[src/hpdcache_ctrl_settings.svh]
// Field counts are fixed by the cache protocol and must match the packed flag structs
`ifndef HPDCACHE_CTRL_SETTINGS_SVH
`define HPDCACHE_CTRL_SETTINGS_SVH

// Request kind flags
// uncacheable, need_rsp, load, store, amo, cmo fence, cmo inval
`define HPDC_CTRL_REQ_FLAGS_W 7

// Replay table causes
// mshr hit, mshr full, mshr not ready, wbuf hit, wbuf not ready
`define HPDC_CTRL_CAUSE_W 5

`endif

[src/hpdcache_ctrl_req_pkg.sv]
// Flag order is fixed; a kind vector casts directly onto req_flags_t
`include "hpdcache_ctrl_settings.svh"

package hpdcache_ctrl_req_pkg;

    // Request kind flags as a plain vector, MSB is uncacheable
    typedef logic [`HPDC_CTRL_REQ_FLAGS_W-1:0] req_kind_vec_t;

    // Kind of a request in stage 0 or stage 1
    typedef struct packed {
        logic uncacheable;
        logic need_rsp;
        logic is_load;
        logic is_store;
        logic is_amo;
        logic is_cmo_fence;
        logic is_cmo_inval;
    } req_flags_t;

    // Stage 1 request, as seen by the control engine
    typedef struct packed {
        logic       valid;
        // Request was issued from the replay table
        logic       rtab;
        req_flags_t flags;
    } st1_req_t;

endpackage

[src/hpdcache_ctrl_status_pkg.sv]
// Status inputs are sampled in stage 1; at most one replay cause is set per cycle
`include "hpdcache_ctrl_settings.svh"

package hpdcache_ctrl_status_pkg;

    // Directory, MSHR and write buffer status for the stage 1 request
    typedef struct packed {
        logic cachedir_hit;
        logic mshr_hit;
        logic mshr_full;
        logic mshr_alloc_ready;
        logic wbuf_write_ready;
        logic wbuf_read_hit;
    } rsrc_status_t;

    // One bit per replay cause, same order as rtab_cause_t
    typedef logic [`HPDC_CTRL_CAUSE_W-1:0] rtab_cause_vec_t;

    typedef struct packed {
        logic mshr_hit;
        logic mshr_full;
        logic mshr_ready;
        logic wbuf_hit;
        logic wbuf_not_ready;
    } rtab_cause_t;

    // Everything decided for the stage 1 request in one cycle
    typedef struct packed {
        logic rsp_valid;
        logic cachedir_updt_lru;
        logic cachedata_write;
        logic cachedata_write_enable;
        logic wbuf_write_valid;
        logic wbuf_read_close_hit;
        logic uc_req_valid;
        logic cmo_req_valid;
        logic rtab_alloc;
        logic rtab_rback;
        logic rtab_commit;
        // Stage 1 request moves on to stage 2
        logic st2_valid;
        logic st2_we;
    } st1_action_t;

endpackage

[src/hpdcache_ctrl_pe.sv]
// Purely combinational, no clock or reset; all outputs settle in the same cycle
`timescale 1ns/1ns

module hpdcache_ctrl_pe (
    // Request and refill arbiter
    input  wire logic                                  arb_st0_req_valid_i,
    output var  logic                                  arb_st0_req_ready_o,
    input  wire logic                                  arb_refill_valid_i,
    output var  logic                                  arb_refill_ready_o,
    // Stage 0
    input  wire hpdcache_ctrl_req_pkg::req_flags_t     st0_req_i,
    output var  logic                                  st0_req_mshr_check_o,
    output var  logic                                  st0_req_cachedir_read_o,
    output var  logic                                  st0_req_cachedata_read_o,
    // Stage 1
    input  wire hpdcache_ctrl_req_pkg::st1_req_t       st1_req_i,
    output var  logic                                  st1_req_valid_o,
    output var  hpdcache_ctrl_status_pkg::st1_action_t st1_action_o,
    output var  hpdcache_ctrl_status_pkg::rtab_cause_t st1_cause_o,
    // Stage 2
    input  wire logic                                  st2_req_valid_i,
    output var  logic                                  st2_req_valid_o,
    output var  logic                                  st2_mshr_alloc_o,
    // Replay table
    input  wire logic                                  rtab_full_i,
    input  wire logic                                  rtab_req_valid_i,
    output var  logic                                  rtab_sel_o,
    output var  logic                                  rtab_check_o,
    input  wire logic                                  rtab_check_hit_i,
    output var  logic                                  st0_rtab_alloc_o,
    // Resource status and hold conditions
    input  wire hpdcache_ctrl_status_pkg::rsrc_status_t status_i,
    input  wire logic                                  cachedir_init_ready_i,
    input  wire logic                                  refill_busy_i,
    input  wire logic                                  cmo_busy_i,
    input  wire logic                                  uc_busy_i
);
    logic pipe_active;
    logic bubble;
    logic st0_fence;

    hpdcache_ctrl_replay_sel u_replay_sel (
        .st0_req_i        (st0_req_i),
        .st1_req_i        (st1_req_i),
        .rtab_full_i      (rtab_full_i),
        .rtab_req_valid_i (rtab_req_valid_i),
        .cmo_busy_i       (cmo_busy_i),
        .uc_busy_i        (uc_busy_i),
        .rtab_sel_o       (rtab_sel_o),
        .st0_fence_o      (st0_fence)
    );

    hpdcache_ctrl_st1_dec u_st1_dec (
        .st1_req_i             (st1_req_i),
        .st2_req_valid_i       (st2_req_valid_i),
        .status_i              (status_i),
        .cachedir_init_ready_i (cachedir_init_ready_i),
        .refill_busy_i         (refill_busy_i),
        .rtab_sel_i            (rtab_sel_o),
        .arb_st0_req_valid_i   (arb_st0_req_valid_i),
        .st0_req_i             (st0_req_i),
        .pipe_active_o         (pipe_active),
        .action_o              (st1_action_o),
        .cause_o               (st1_cause_o),
        .st2_req_valid_o       (st2_req_valid_o),
        .st2_mshr_alloc_o      (st2_mshr_alloc_o),
        .bubble_o              (bubble)
    );

    hpdcache_ctrl_st0_admit u_st0_admit (
        .pipe_active_i            (pipe_active),
        .bubble_i                 (bubble),
        .arb_st0_req_valid_i      (arb_st0_req_valid_i),
        .arb_refill_valid_i       (arb_refill_valid_i),
        .st0_req_i                (st0_req_i),
        .st0_fence_i              (st0_fence),
        .st1_req_i                (st1_req_i),
        .st2_req_valid_i          (st2_req_valid_i),
        .rtab_sel_i               (rtab_sel_o),
        .rtab_check_hit_i         (rtab_check_hit_i),
        .arb_st0_req_ready_o      (arb_st0_req_ready_o),
        .arb_refill_ready_o       (arb_refill_ready_o),
        .rtab_check_o             (rtab_check_o),
        .st0_rtab_alloc_o         (st0_rtab_alloc_o),
        .st1_req_valid_o          (st1_req_valid_o),
        .st0_req_mshr_check_o     (st0_req_mshr_check_o),
        .st0_req_cachedir_read_o  (st0_req_cachedir_read_o),
        .st0_req_cachedata_read_o (st0_req_cachedata_read_o)
    );

endmodule

[src/hpdcache_ctrl_replay_sel.sv]
// Combinational only; busy flags from the CMO and uncached handlers must be level signals
`timescale 1ns/1ns

module hpdcache_ctrl_replay_sel (
    input  wire hpdcache_ctrl_req_pkg::req_flags_t st0_req_i,
    input  wire hpdcache_ctrl_req_pkg::st1_req_t   st1_req_i,
    input  wire logic                              rtab_full_i,
    input  wire logic                              rtab_req_valid_i,
    input  wire logic                              cmo_busy_i,
    input  wire logic                              uc_busy_i,
    output var  logic                              rtab_sel_o,
    output var  logic                              st0_fence_o
);
    logic st1_fence;

    // A fence must run in program order with respect to every other access
    assign st0_fence_o = st0_req_i.uncacheable  |
                         st0_req_i.is_cmo_fence |
                         st0_req_i.is_cmo_inval |
                         st0_req_i.is_amo;

    assign st1_fence = st1_req_i.flags.uncacheable  |
                       st1_req_i.flags.is_cmo_fence |
                       st1_req_i.flags.is_cmo_inval |
                       st1_req_i.flags.is_amo;

    // Stage 0 slot goes to the replay table when
    // the table is full, so a new core request cannot deadlock on it,
    // a parked request has its dependencies solved,
    // or a fence is in flight or still held by a handler
    assign rtab_sel_o = rtab_full_i                  |
                        rtab_req_valid_i             |
                        (st1_req_i.valid & st1_fence) |
                        cmo_busy_i                   |
                        uc_busy_i;

endmodule

[src/hpdcache_ctrl_st0_admit.sv]
// Combinational only; ready is a plain level and the caller keeps its valid high
`timescale 1ns/1ns

module hpdcache_ctrl_st0_admit (
    input  wire logic                              pipe_active_i,
    input  wire logic                              bubble_i,
    input  wire logic                              arb_st0_req_valid_i,
    input  wire logic                              arb_refill_valid_i,
    input  wire hpdcache_ctrl_req_pkg::req_flags_t st0_req_i,
    input  wire logic                              st0_fence_i,
    input  wire hpdcache_ctrl_req_pkg::st1_req_t   st1_req_i,
    input  wire logic                              st2_req_valid_i,
    input  wire logic                              rtab_sel_i,
    input  wire logic                              rtab_check_hit_i,
    output var  logic                              arb_st0_req_ready_o,
    output var  logic                              arb_refill_ready_o,
    output var  logic                              rtab_check_o,
    output var  logic                              st0_rtab_alloc_o,
    output var  logic                              st1_req_valid_o,
    output var  logic                              st0_req_mshr_check_o,
    output var  logic                              st0_req_cachedir_read_o,
    output var  logic                              st0_req_cachedata_read_o
);
    logic st0_cacheable;
    logic st1_cacheable_store;

    // Core request is taken unless a bubble is pending
    assign arb_st0_req_ready_o = pipe_active_i & arb_st0_req_valid_i & ~bubble_i;

    // Refill only into an empty pipeline
    assign arb_refill_ready_o = pipe_active_i & arb_refill_valid_i &
                                ~(st1_req_i.valid | st2_req_valid_i);

    // Non-fence core requests are checked against parked requests
    assign rtab_check_o     = arb_st0_req_ready_o & ~rtab_sel_i & ~st0_fence_i;
    assign st0_rtab_alloc_o = rtab_check_o & rtab_check_hit_i;

    // Forward to stage 1 unless parked on a conflict
    // Stage 1 valid passes through while the pipeline holds
    assign st1_req_valid_o = pipe_active_i ?
                             arb_st0_req_ready_o & (rtab_sel_i | st0_fence_i | ~rtab_check_hit_i) :
                             st1_req_i.valid;

    // RAMs are enabled even if the request gets parked later
    assign st0_cacheable       = pipe_active_i & arb_st0_req_valid_i & ~st0_req_i.uncacheable;
    assign st1_cacheable_store = st1_req_i.valid & st1_req_i.flags.is_store &
                                 ~st1_req_i.flags.uncacheable;

    assign st0_req_mshr_check_o    = st0_cacheable &
                                     (st0_req_i.is_load | st0_req_i.is_store | st0_req_i.is_amo);
    // AMO never reads the directory
    assign st0_req_cachedir_read_o = st0_cacheable & ~st0_req_i.is_amo &
                                     (st0_req_i.is_load | st0_req_i.is_store);
    // Data RAM port is taken by a stage 1 store
    assign st0_req_cachedata_read_o = st0_cacheable & st0_req_i.is_load & ~st1_cacheable_store;

endmodule

[src/hpdcache_ctrl_st1_dec.sv]
// Combinational only; one request kind is served per cycle, AMO before load before store
`timescale 1ns/1ns

module hpdcache_ctrl_st1_dec (
    input  wire hpdcache_ctrl_req_pkg::st1_req_t       st1_req_i,
    input  wire logic                                  st2_req_valid_i,
    input  wire hpdcache_ctrl_status_pkg::rsrc_status_t status_i,
    input  wire logic                                  cachedir_init_ready_i,
    input  wire logic                                  refill_busy_i,
    input  wire logic                                  rtab_sel_i,
    input  wire logic                                  arb_st0_req_valid_i,
    input  wire hpdcache_ctrl_req_pkg::req_flags_t     st0_req_i,
    output var  logic                                  pipe_active_o,
    output var  hpdcache_ctrl_status_pkg::st1_action_t action_o,
    output var  hpdcache_ctrl_status_pkg::rtab_cause_t cause_o,
    output var  logic                                  st2_req_valid_o,
    output var  logic                                  st2_mshr_alloc_o,
    output var  logic                                  bubble_o
);
    logic st1_alloc;
    logic st1_nop;
    logic st2_nop;

    // Pipeline holds while the RAMs initialise or the miss handler owns the cache
    assign pipe_active_o = cachedir_init_ready_i & ~refill_busy_i;

    always_comb begin
        action_o         = '0;
        cause_o          = '0;
        st1_alloc        = 1'b0;
        st1_nop          = 1'b0;
        st2_nop          = 1'b0;
        st2_mshr_alloc_o = 1'b0;

        if (pipe_active_o) begin
            // Stage 2 holds a miss, allocate its MSHR entry
            // Bubble next cycle avoids an MSHR read-after-allocate hazard
            if (st2_req_valid_i) begin
                st2_mshr_alloc_o = 1'b1;
                st2_nop          = 1'b1;
            end

            if (st1_req_i.valid) begin
                // CMO fence or invalidate goes to the CMO handler
                if (st1_req_i.flags.is_cmo_fence || st1_req_i.flags.is_cmo_inval) begin
                    action_o.cmo_req_valid = 1'b1;
                    st1_nop                = 1'b1;
                end
                // Uncached accesses and all AMOs go to the uncached handler
                else if (st1_req_i.flags.uncacheable || st1_req_i.flags.is_amo) begin
                    action_o.uc_req_valid = 1'b1;
                    st1_nop               = 1'b1;
                end
                else if (st1_req_i.flags.is_load) begin
                    if (!status_i.cachedir_hit) begin
                        // Close a matching open write buffer entry right away
                        action_o.wbuf_read_close_hit = 1'b1;
                        st1_nop                      = 1'b1;
                        // Replay causes in priority order
                        if (status_i.mshr_hit) begin
                            st1_alloc        = 1'b1;
                            cause_o.mshr_hit = 1'b1;
                        end else if (status_i.mshr_full) begin
                            st1_alloc         = 1'b1;
                            cause_o.mshr_full = 1'b1;
                        end else if (status_i.wbuf_read_hit) begin
                            st1_alloc        = 1'b1;
                            cause_o.wbuf_hit = 1'b1;
                        end else if (!status_i.mshr_alloc_ready) begin
                            // Miss handler busy, park so refill responses can drain
                            st1_alloc          = 1'b1;
                            cause_o.mshr_ready = 1'b1;
                        end else begin
                            // Forward to stage 2 for MSHR allocation and refill
                            action_o.rtab_commit = st1_req_i.rtab;
                            action_o.st2_valid   = 1'b1;
                            action_o.st2_we      = 1'b1;
                        end
                    end else begin
                        action_o.rtab_commit       = st1_req_i.rtab;
                        // Replayed hit blocks the core slot unless replay keeps it
                        st1_nop                    = st1_req_i.rtab & ~rtab_sel_i;
                        action_o.cachedir_updt_lru = 1'b1;
                        action_o.rsp_valid         = st1_req_i.flags.need_rsp;
                    end
                end
                else if (st1_req_i.flags.is_store) begin
                    // Hold the write while a read miss to the same line is pending
                    action_o.wbuf_write_valid = ~status_i.mshr_hit;
                    // Data RAM conflict with a cacheable load in stage 0
                    st1_nop = (arb_st0_req_valid_i & st0_req_i.is_load & ~st0_req_i.uncacheable) |
                              (st1_req_i.rtab & ~rtab_sel_i);
                    // RAM enabled early, actual write needs the hit below
                    action_o.cachedata_write = 1'b1;

                    if (!status_i.cachedir_hit && status_i.mshr_hit) begin
                        st1_alloc        = 1'b1;
                        cause_o.mshr_hit = 1'b1;
                        st1_nop          = 1'b1;
                    end else if (!status_i.wbuf_write_ready) begin
                        st1_alloc              = 1'b1;
                        cause_o.wbuf_not_ready = 1'b1;
                        st1_nop                = 1'b1;
                    end else begin
                        action_o.rtab_commit = st1_req_i.rtab;
                        action_o.rsp_valid   = st1_req_i.flags.need_rsp;
                        // Only a hit updates the LRU and writes the data RAM
                        action_o.cachedir_updt_lru      = status_i.cachedir_hit;
                        action_o.cachedata_write_enable = status_i.cachedir_hit;
                    end
                end
            end

            // New park or put back a replayed request
            action_o.rtab_alloc = st1_alloc & ~st1_req_i.rtab;
            action_o.rtab_rback = st1_alloc &  st1_req_i.rtab;
        end
    end

    // Stage 2 valid passes through while the pipeline holds
    assign st2_req_valid_o = pipe_active_o ? action_o.st2_valid : st2_req_valid_i;
    assign bubble_o        = st1_nop | st2_nop;

endmodule

[config.mk]
export PLATFORM = sky130hd
export DESIGN_NAME = hpdcache_ctrl_pe
export DESIGN_NICKNAME = d
export VERILOG_FILES = /design/src/hpdcache_ctrl_req_pkg.sv /design/src/hpdcache_ctrl_status_pkg.sv /design/src/hpdcache_ctrl_pe.sv /design/src/hpdcache_ctrl_replay_sel.sv /design/src/hpdcache_ctrl_st0_admit.sv /design/src/hpdcache_ctrl_st1_dec.sv
export VERILOG_INCLUDE_DIRS = /design/src
export SDC_FILE = /design/constraint.sdc
export NUM_CORES = 1
export LEC_CHECK = 0
export ABC_AREA = 0
export BUFFER_PORTS_ARGS = -buffer_cell sky130_fd_sc_hd__buf_2
export CELL_PAD_IN_SITES_DETAIL_PLACEMENT = 0
export CELL_PAD_IN_SITES_GLOBAL_PLACEMENT = 1
export CORE_AREA = 2 2 50 52
export DETAILED_ROUTE_END_ITERATION = 16
export DIE_AREA = 0 0 52 54
export GPL_ROUTABILITY_DRIVEN = 1
export PLACE_DENSITY_LB_ADDON = 0.25
export SLEW_MARGIN = 5
export SYNTH_ARGS = -nofsm -noshare
export SYNTH_HDL_FRONTEND = slang
export SYNTH_SLANG_ARGS = --single-unit
[constraint.sdc]
create_clock -name vclk -period 2.6
set_clock_uncertainty 0.2 [all_clocks]
set_input_delay 0 -clock vclk [all_inputs]
set_output_delay 0 -clock vclk [all_outputs]
set_load 0.02 [all_outputs]
# After elaboration in Yosys (flattened, before gate mapping)
# Cells that the tools add are included.
# word_totals
word_cells	130
inputBits	32
output_inout_bits	29
ff_bits	0
# classes
bitwise	52
n_reduce_logical	4
muxes	74
# op_table
op	n
two-way mux 1 bit	47
two-way mux 3 bit	10
two-way mux 5 bit	5
AND 1 bit	23
bitwise OR 1 bit	17
two-way mux 2 bit	7
two-way mux 13 bit	1
inverter 1 bit	12
two-way mux 8 bit	1
two-way mux 7 bit	1
two-way mux 6 bit	1
two-way mux 4 bit	1
logical OR 1 bit	2
logical AND 1 bit	1
logical NOT 1 bit	1

# Logic depth before layout (Yosys ltp)
# logic_depth
ltp_word	24
depth_mapped	6
ltp_nobuf	5

# By module
# A second synthesis with hierarchy kept.
# unflattened
cells_unflattened	71
area_unflattened_um2	436.7
# by_module_without_submodules
module	seq_area_each_um2	cells_per_inst	n_inst	area_each_um2
hpdcache_ctrl_st1_dec	0.0	51	1	310.3
hpdcache_ctrl_st0_admit	0.0	16	1	100.1
hpdcache_ctrl_replay_sel	0.0	4	1	26.3

# Worst setup path after synthesis
# Ideal clock, no wire load.
# synth_path
path_kind	input port to output port
start	input st1_req_i[1] (netlist bit)
end	output st1_req_valid_o
required_ps	2400
stages	4
path_buffers	0
setup_slack_ps	692
arrival_ps	1708
cell_sequence	or4_4 > or4_1 > a221o_1 > a31oi_1
# synth_via
elab_chain_len	23
word_cells_on_any_way	27
classes_between	10 x mux; 16 x bitwise; 1 x reduce/logical
# synth_lines
item	line_no	rtl
start, declared	hpdcache_ctrl_pe.sv:16	input wire hpdcache_ctrl_req_pkg::st1_req_t st1_req_i,
bitwise OR 1 bit	hpdcache_ctrl_replay_sel.sv:22	assign st1_fence = st1_req_i.flags.uncacheable |
bitwise OR 1 bit	hpdcache_ctrl_replay_sel.sv:23	st1_req_i.flags.is_cmo_fence |
bitwise OR 1 bit	hpdcache_ctrl_replay_sel.sv:24	st1_req_i.flags.is_cmo_inval |
AND 1 bit	hpdcache_ctrl_replay_sel.sv:33	(st1_req_i.valid & st1_fence) |
bitwise OR 1 bit	hpdcache_ctrl_replay_sel.sv:32	rtab_req_valid_i |
bitwise OR 1 bit	hpdcache_ctrl_replay_sel.sv:33	
bitwise OR 1 bit	hpdcache_ctrl_replay_sel.sv:34	cmo_busy_i |
inverter 1 bit	hpdcache_ctrl_st1_dec.sv:82, hpdcache_ctrl_st1_dec.sv:92	
[... 7 more ...]	n/a	
two-way mux 1 bit	hpdcache_ctrl_st1_dec.sv:45	if (st1_req_i.flags.is_cmo_fence || st1_req_i.flags.is_cmo_inval) begin
two-way mux 1 bit	hpdcache_ctrl_st1_dec.sv:43	if (st1_req_i.valid) begin
two-way mux 1 bit	hpdcache_ctrl_st1_dec.sv:35	if (pipe_active_o) begin
bitwise OR 1 bit	hpdcache_ctrl_st1_dec.sv:122	assign bubble_o = st1_nop | st2_nop;
inverter 1 bit	hpdcache_ctrl_st0_admit.sv:28	assign arb_st0_req_ready_o = pipe_active_i & arb_st0_req_valid_i & ~bubble_i;
AND 1 bit	hpdcache_ctrl_st0_admit.sv:28	
AND 1 bit (*)	hpdcache_ctrl_st0_admit.sv:41	arb_st0_req_ready_o & (rtab_sel_i | st0_fence_i | ~rtab_check_hit_i) :
two-way mux 1 bit (*)	hpdcache_ctrl_st0_admit.sv:40	assign st1_req_valid_o = pipe_active_i ?
end, declared	hpdcache_ctrl_pe.sv:17	output var logic st1_req_valid_o,
# Mark *: on every way between the ends. The rest lies on a longest branch, timed or not.

# Final worst setup path
# Ends and elaborated chain as after synthesis.

==> out/qor.csv <==
stage,metric,value,unit
outcome,outcome,"finished, final reports clean",
clock_tree,buffer count from post-CTS setup fixing,0,
synth,ranking of synthesized cells by area,"nor3_1 (8.4%), nand2_1 (7.2%), nor2_1 (7.2%), a21oi_1 (6.0%), nand3_1 (6.0%)",
placement,final RePlAce weighted congestion,0.682,
critical_path,Max Fanout on Critical Path,4,
synth,Synth Net Count,106,
die,Die H,54,um
die,die area,2810,um2
synth,register area share after synthesis,0,
critical_path,critical path class,primary input to output port,
sta,Final setup viols,0,
clock_tree,CTS Hold Bufs,0,
die,die width,52,um
die,core region area,2320,um2
synth,YS warnings,0,
power,Static Leakage,0.000410,uW
global_route,initial antenna violation count,0,
synth,"Avg Cell Area, Syn",5.63,um2
sta,Fin. Hold Viols,0,
layout,Fill cells,284,
clock_tree,number of gates resized after cts,0,
routing,Routed WL per cell,10.5,um
critical_path,worst path required time,2.40,ns
sta,max-slew violations,0,
routing,Post-route DRC,0,
layout,share of post-route cells with drive strength above 1,0.459,
sta,crit share post-route,0.774,
placement,# port buffers,60,
synth,Cells after Synth,74,
die,# rows,18,
die,initial core utilization,0.180,
routing,DRT antenna net count,0,
global_route,GR Overflow Total,0,
routing,final WL,1710,um
placement,"Cell Area, Placed",747,um2
sta,WHS,0.0873,ns
routing,Via-to-Cell Ratio,4.68,
layout,Syn-to-layout area delta,79.3,%
critical_path,Worst setup SP type,primary input,
sta,Max-slew headroom,0.698,
layout,final instance area,747,um2
sta,Worst-Margin Slew,0.448,ns
placement,hpwl dp,1520,um
synth,top-area cell type share of the netlist area,0.0841,
sta,unrepaired setup endpoints after global routing,false,
layout,clkbuf count,0,
sta,Fmax achieved,0.497,GHz
critical_path,Worst Setup End Kind,output port,
routing,TritonRoute pass-1 iters,4,
global_route,largest net degree at the start of global routing,10,
run,Max Cap Viol,0,
layout,Seq Cell Count,0,
hold_path,worst hold path class,primary input to output port,
sta,min cycle time layout,2.01,ns
layout,Nets,167,
global_route,Tot GR Track Use,0.107,
routing,vias,763,
power,PD cells,103,nW/um2
power,worst ir drop on vdd,0.0000312,V
sta,Final TNS setup,0,ns
synth,Synth cell types,25,
layout,FF+latch area,0,um2
synth,leading area contributor after synthesis,nor3_1,
routing,DRT iter0 DRCs,4,
layout,# diodes,0,
synth,mapped cell area,417,um2
critical_path,critical path arrival,1.81,ns
global_route,first-pass GRT wire length,2400,um
die,Boundary Pins,61,
global_route,vias in the first global route,578,
power,"Power, Total",77.3,uW
-- layout make-up --
class,count,area [um2],area share
repair buffers,60,300,0.402
well taps,30,37.5,0.0503
multi-input cells,69,394,0.528
inverters,4,15.0,0.0201
-- synth_stat cells, types with 2 or more instances --
library cell  instances
a21oi_1               5
a31oi_1               2
and3_1                3
inv_1                 4
nand2_1               8
nand2b_1              2
nand3_1               5
nand3b_1              3
nor2_1                8
nor2b_1               4
nor3_1                7
nor3b_1               3
nor4_1                4
nor4b_1               2
o21ai_0               4
-- metal layers --
| layer | vias up | wire length (um) | GRT usage |
|---|---|---|---|
| li1 | 402 | - | - |
| met5 | - | 0 | 0 |
| met1 | 330 | 790 | 0.147 |
| met2 | 31 | 783 | 0.198 |
| met4 | 0 | 0 | 0 |
| met3 | 0 | 140 | 0.00278 |
-- final timing paths --
kind | from | to | cells after the start
worst max-delay path | st1_req_i[1] | st1_req_valid_o | 6
worst min-delay path | status_i[3] | st1_cause_o[1] | 3
-- critical path, stage by stage --
cell and delay, ns:
buf_2 0.11, or4_4 0.54, or4_1 0.48, a221o_1 0.32, a31oi_1 0.18, buf_2 0.18
-- cells in the final DEF, fill, tap and decap left out --
cell type	count
o21ai_0	4
nor2_1	8
nor4_1	4
and2_1	1
nor3_1	7
nand3_1	5
nor3b_1	3
o22ai_1	1
or3_1	1
a32o_1	1
nand2b_1	2
nor2b_1	4
nand2_1	8
or4_1	1
o21a_1	1
or4_4	1
buf_2	60
and3_1	3
a21boi_0	1
a31oi_1	2
a221o_1	1
inv_1	4
nand3b_1	3
nor4b_1	2
a21oi_1	5
-- report_power, final --
group	internal (uW)	total (uW)	switching, uW
logic	33.9	77.3	43.4
clock network	0	0	0
registers	0	0	0
-- per-stage QoR --
step,worst slack (ns),instances,utilization
after detailed placement,0.591,163,0.322
after global routing,0.515,163,0.322
final,0.587,163,0.322
after CTS,0.588,163,0.322
after global placement,0.611,163,0.322
after floorplan,0.692,74,-
-- kinds of logic after synthesis --
kind of cell	after synthesis	synth area share
simple gates	53	0.709
compound gates	16	0.237
buf+inv	5	0.0541
Power figures use the tool's default switching activity.
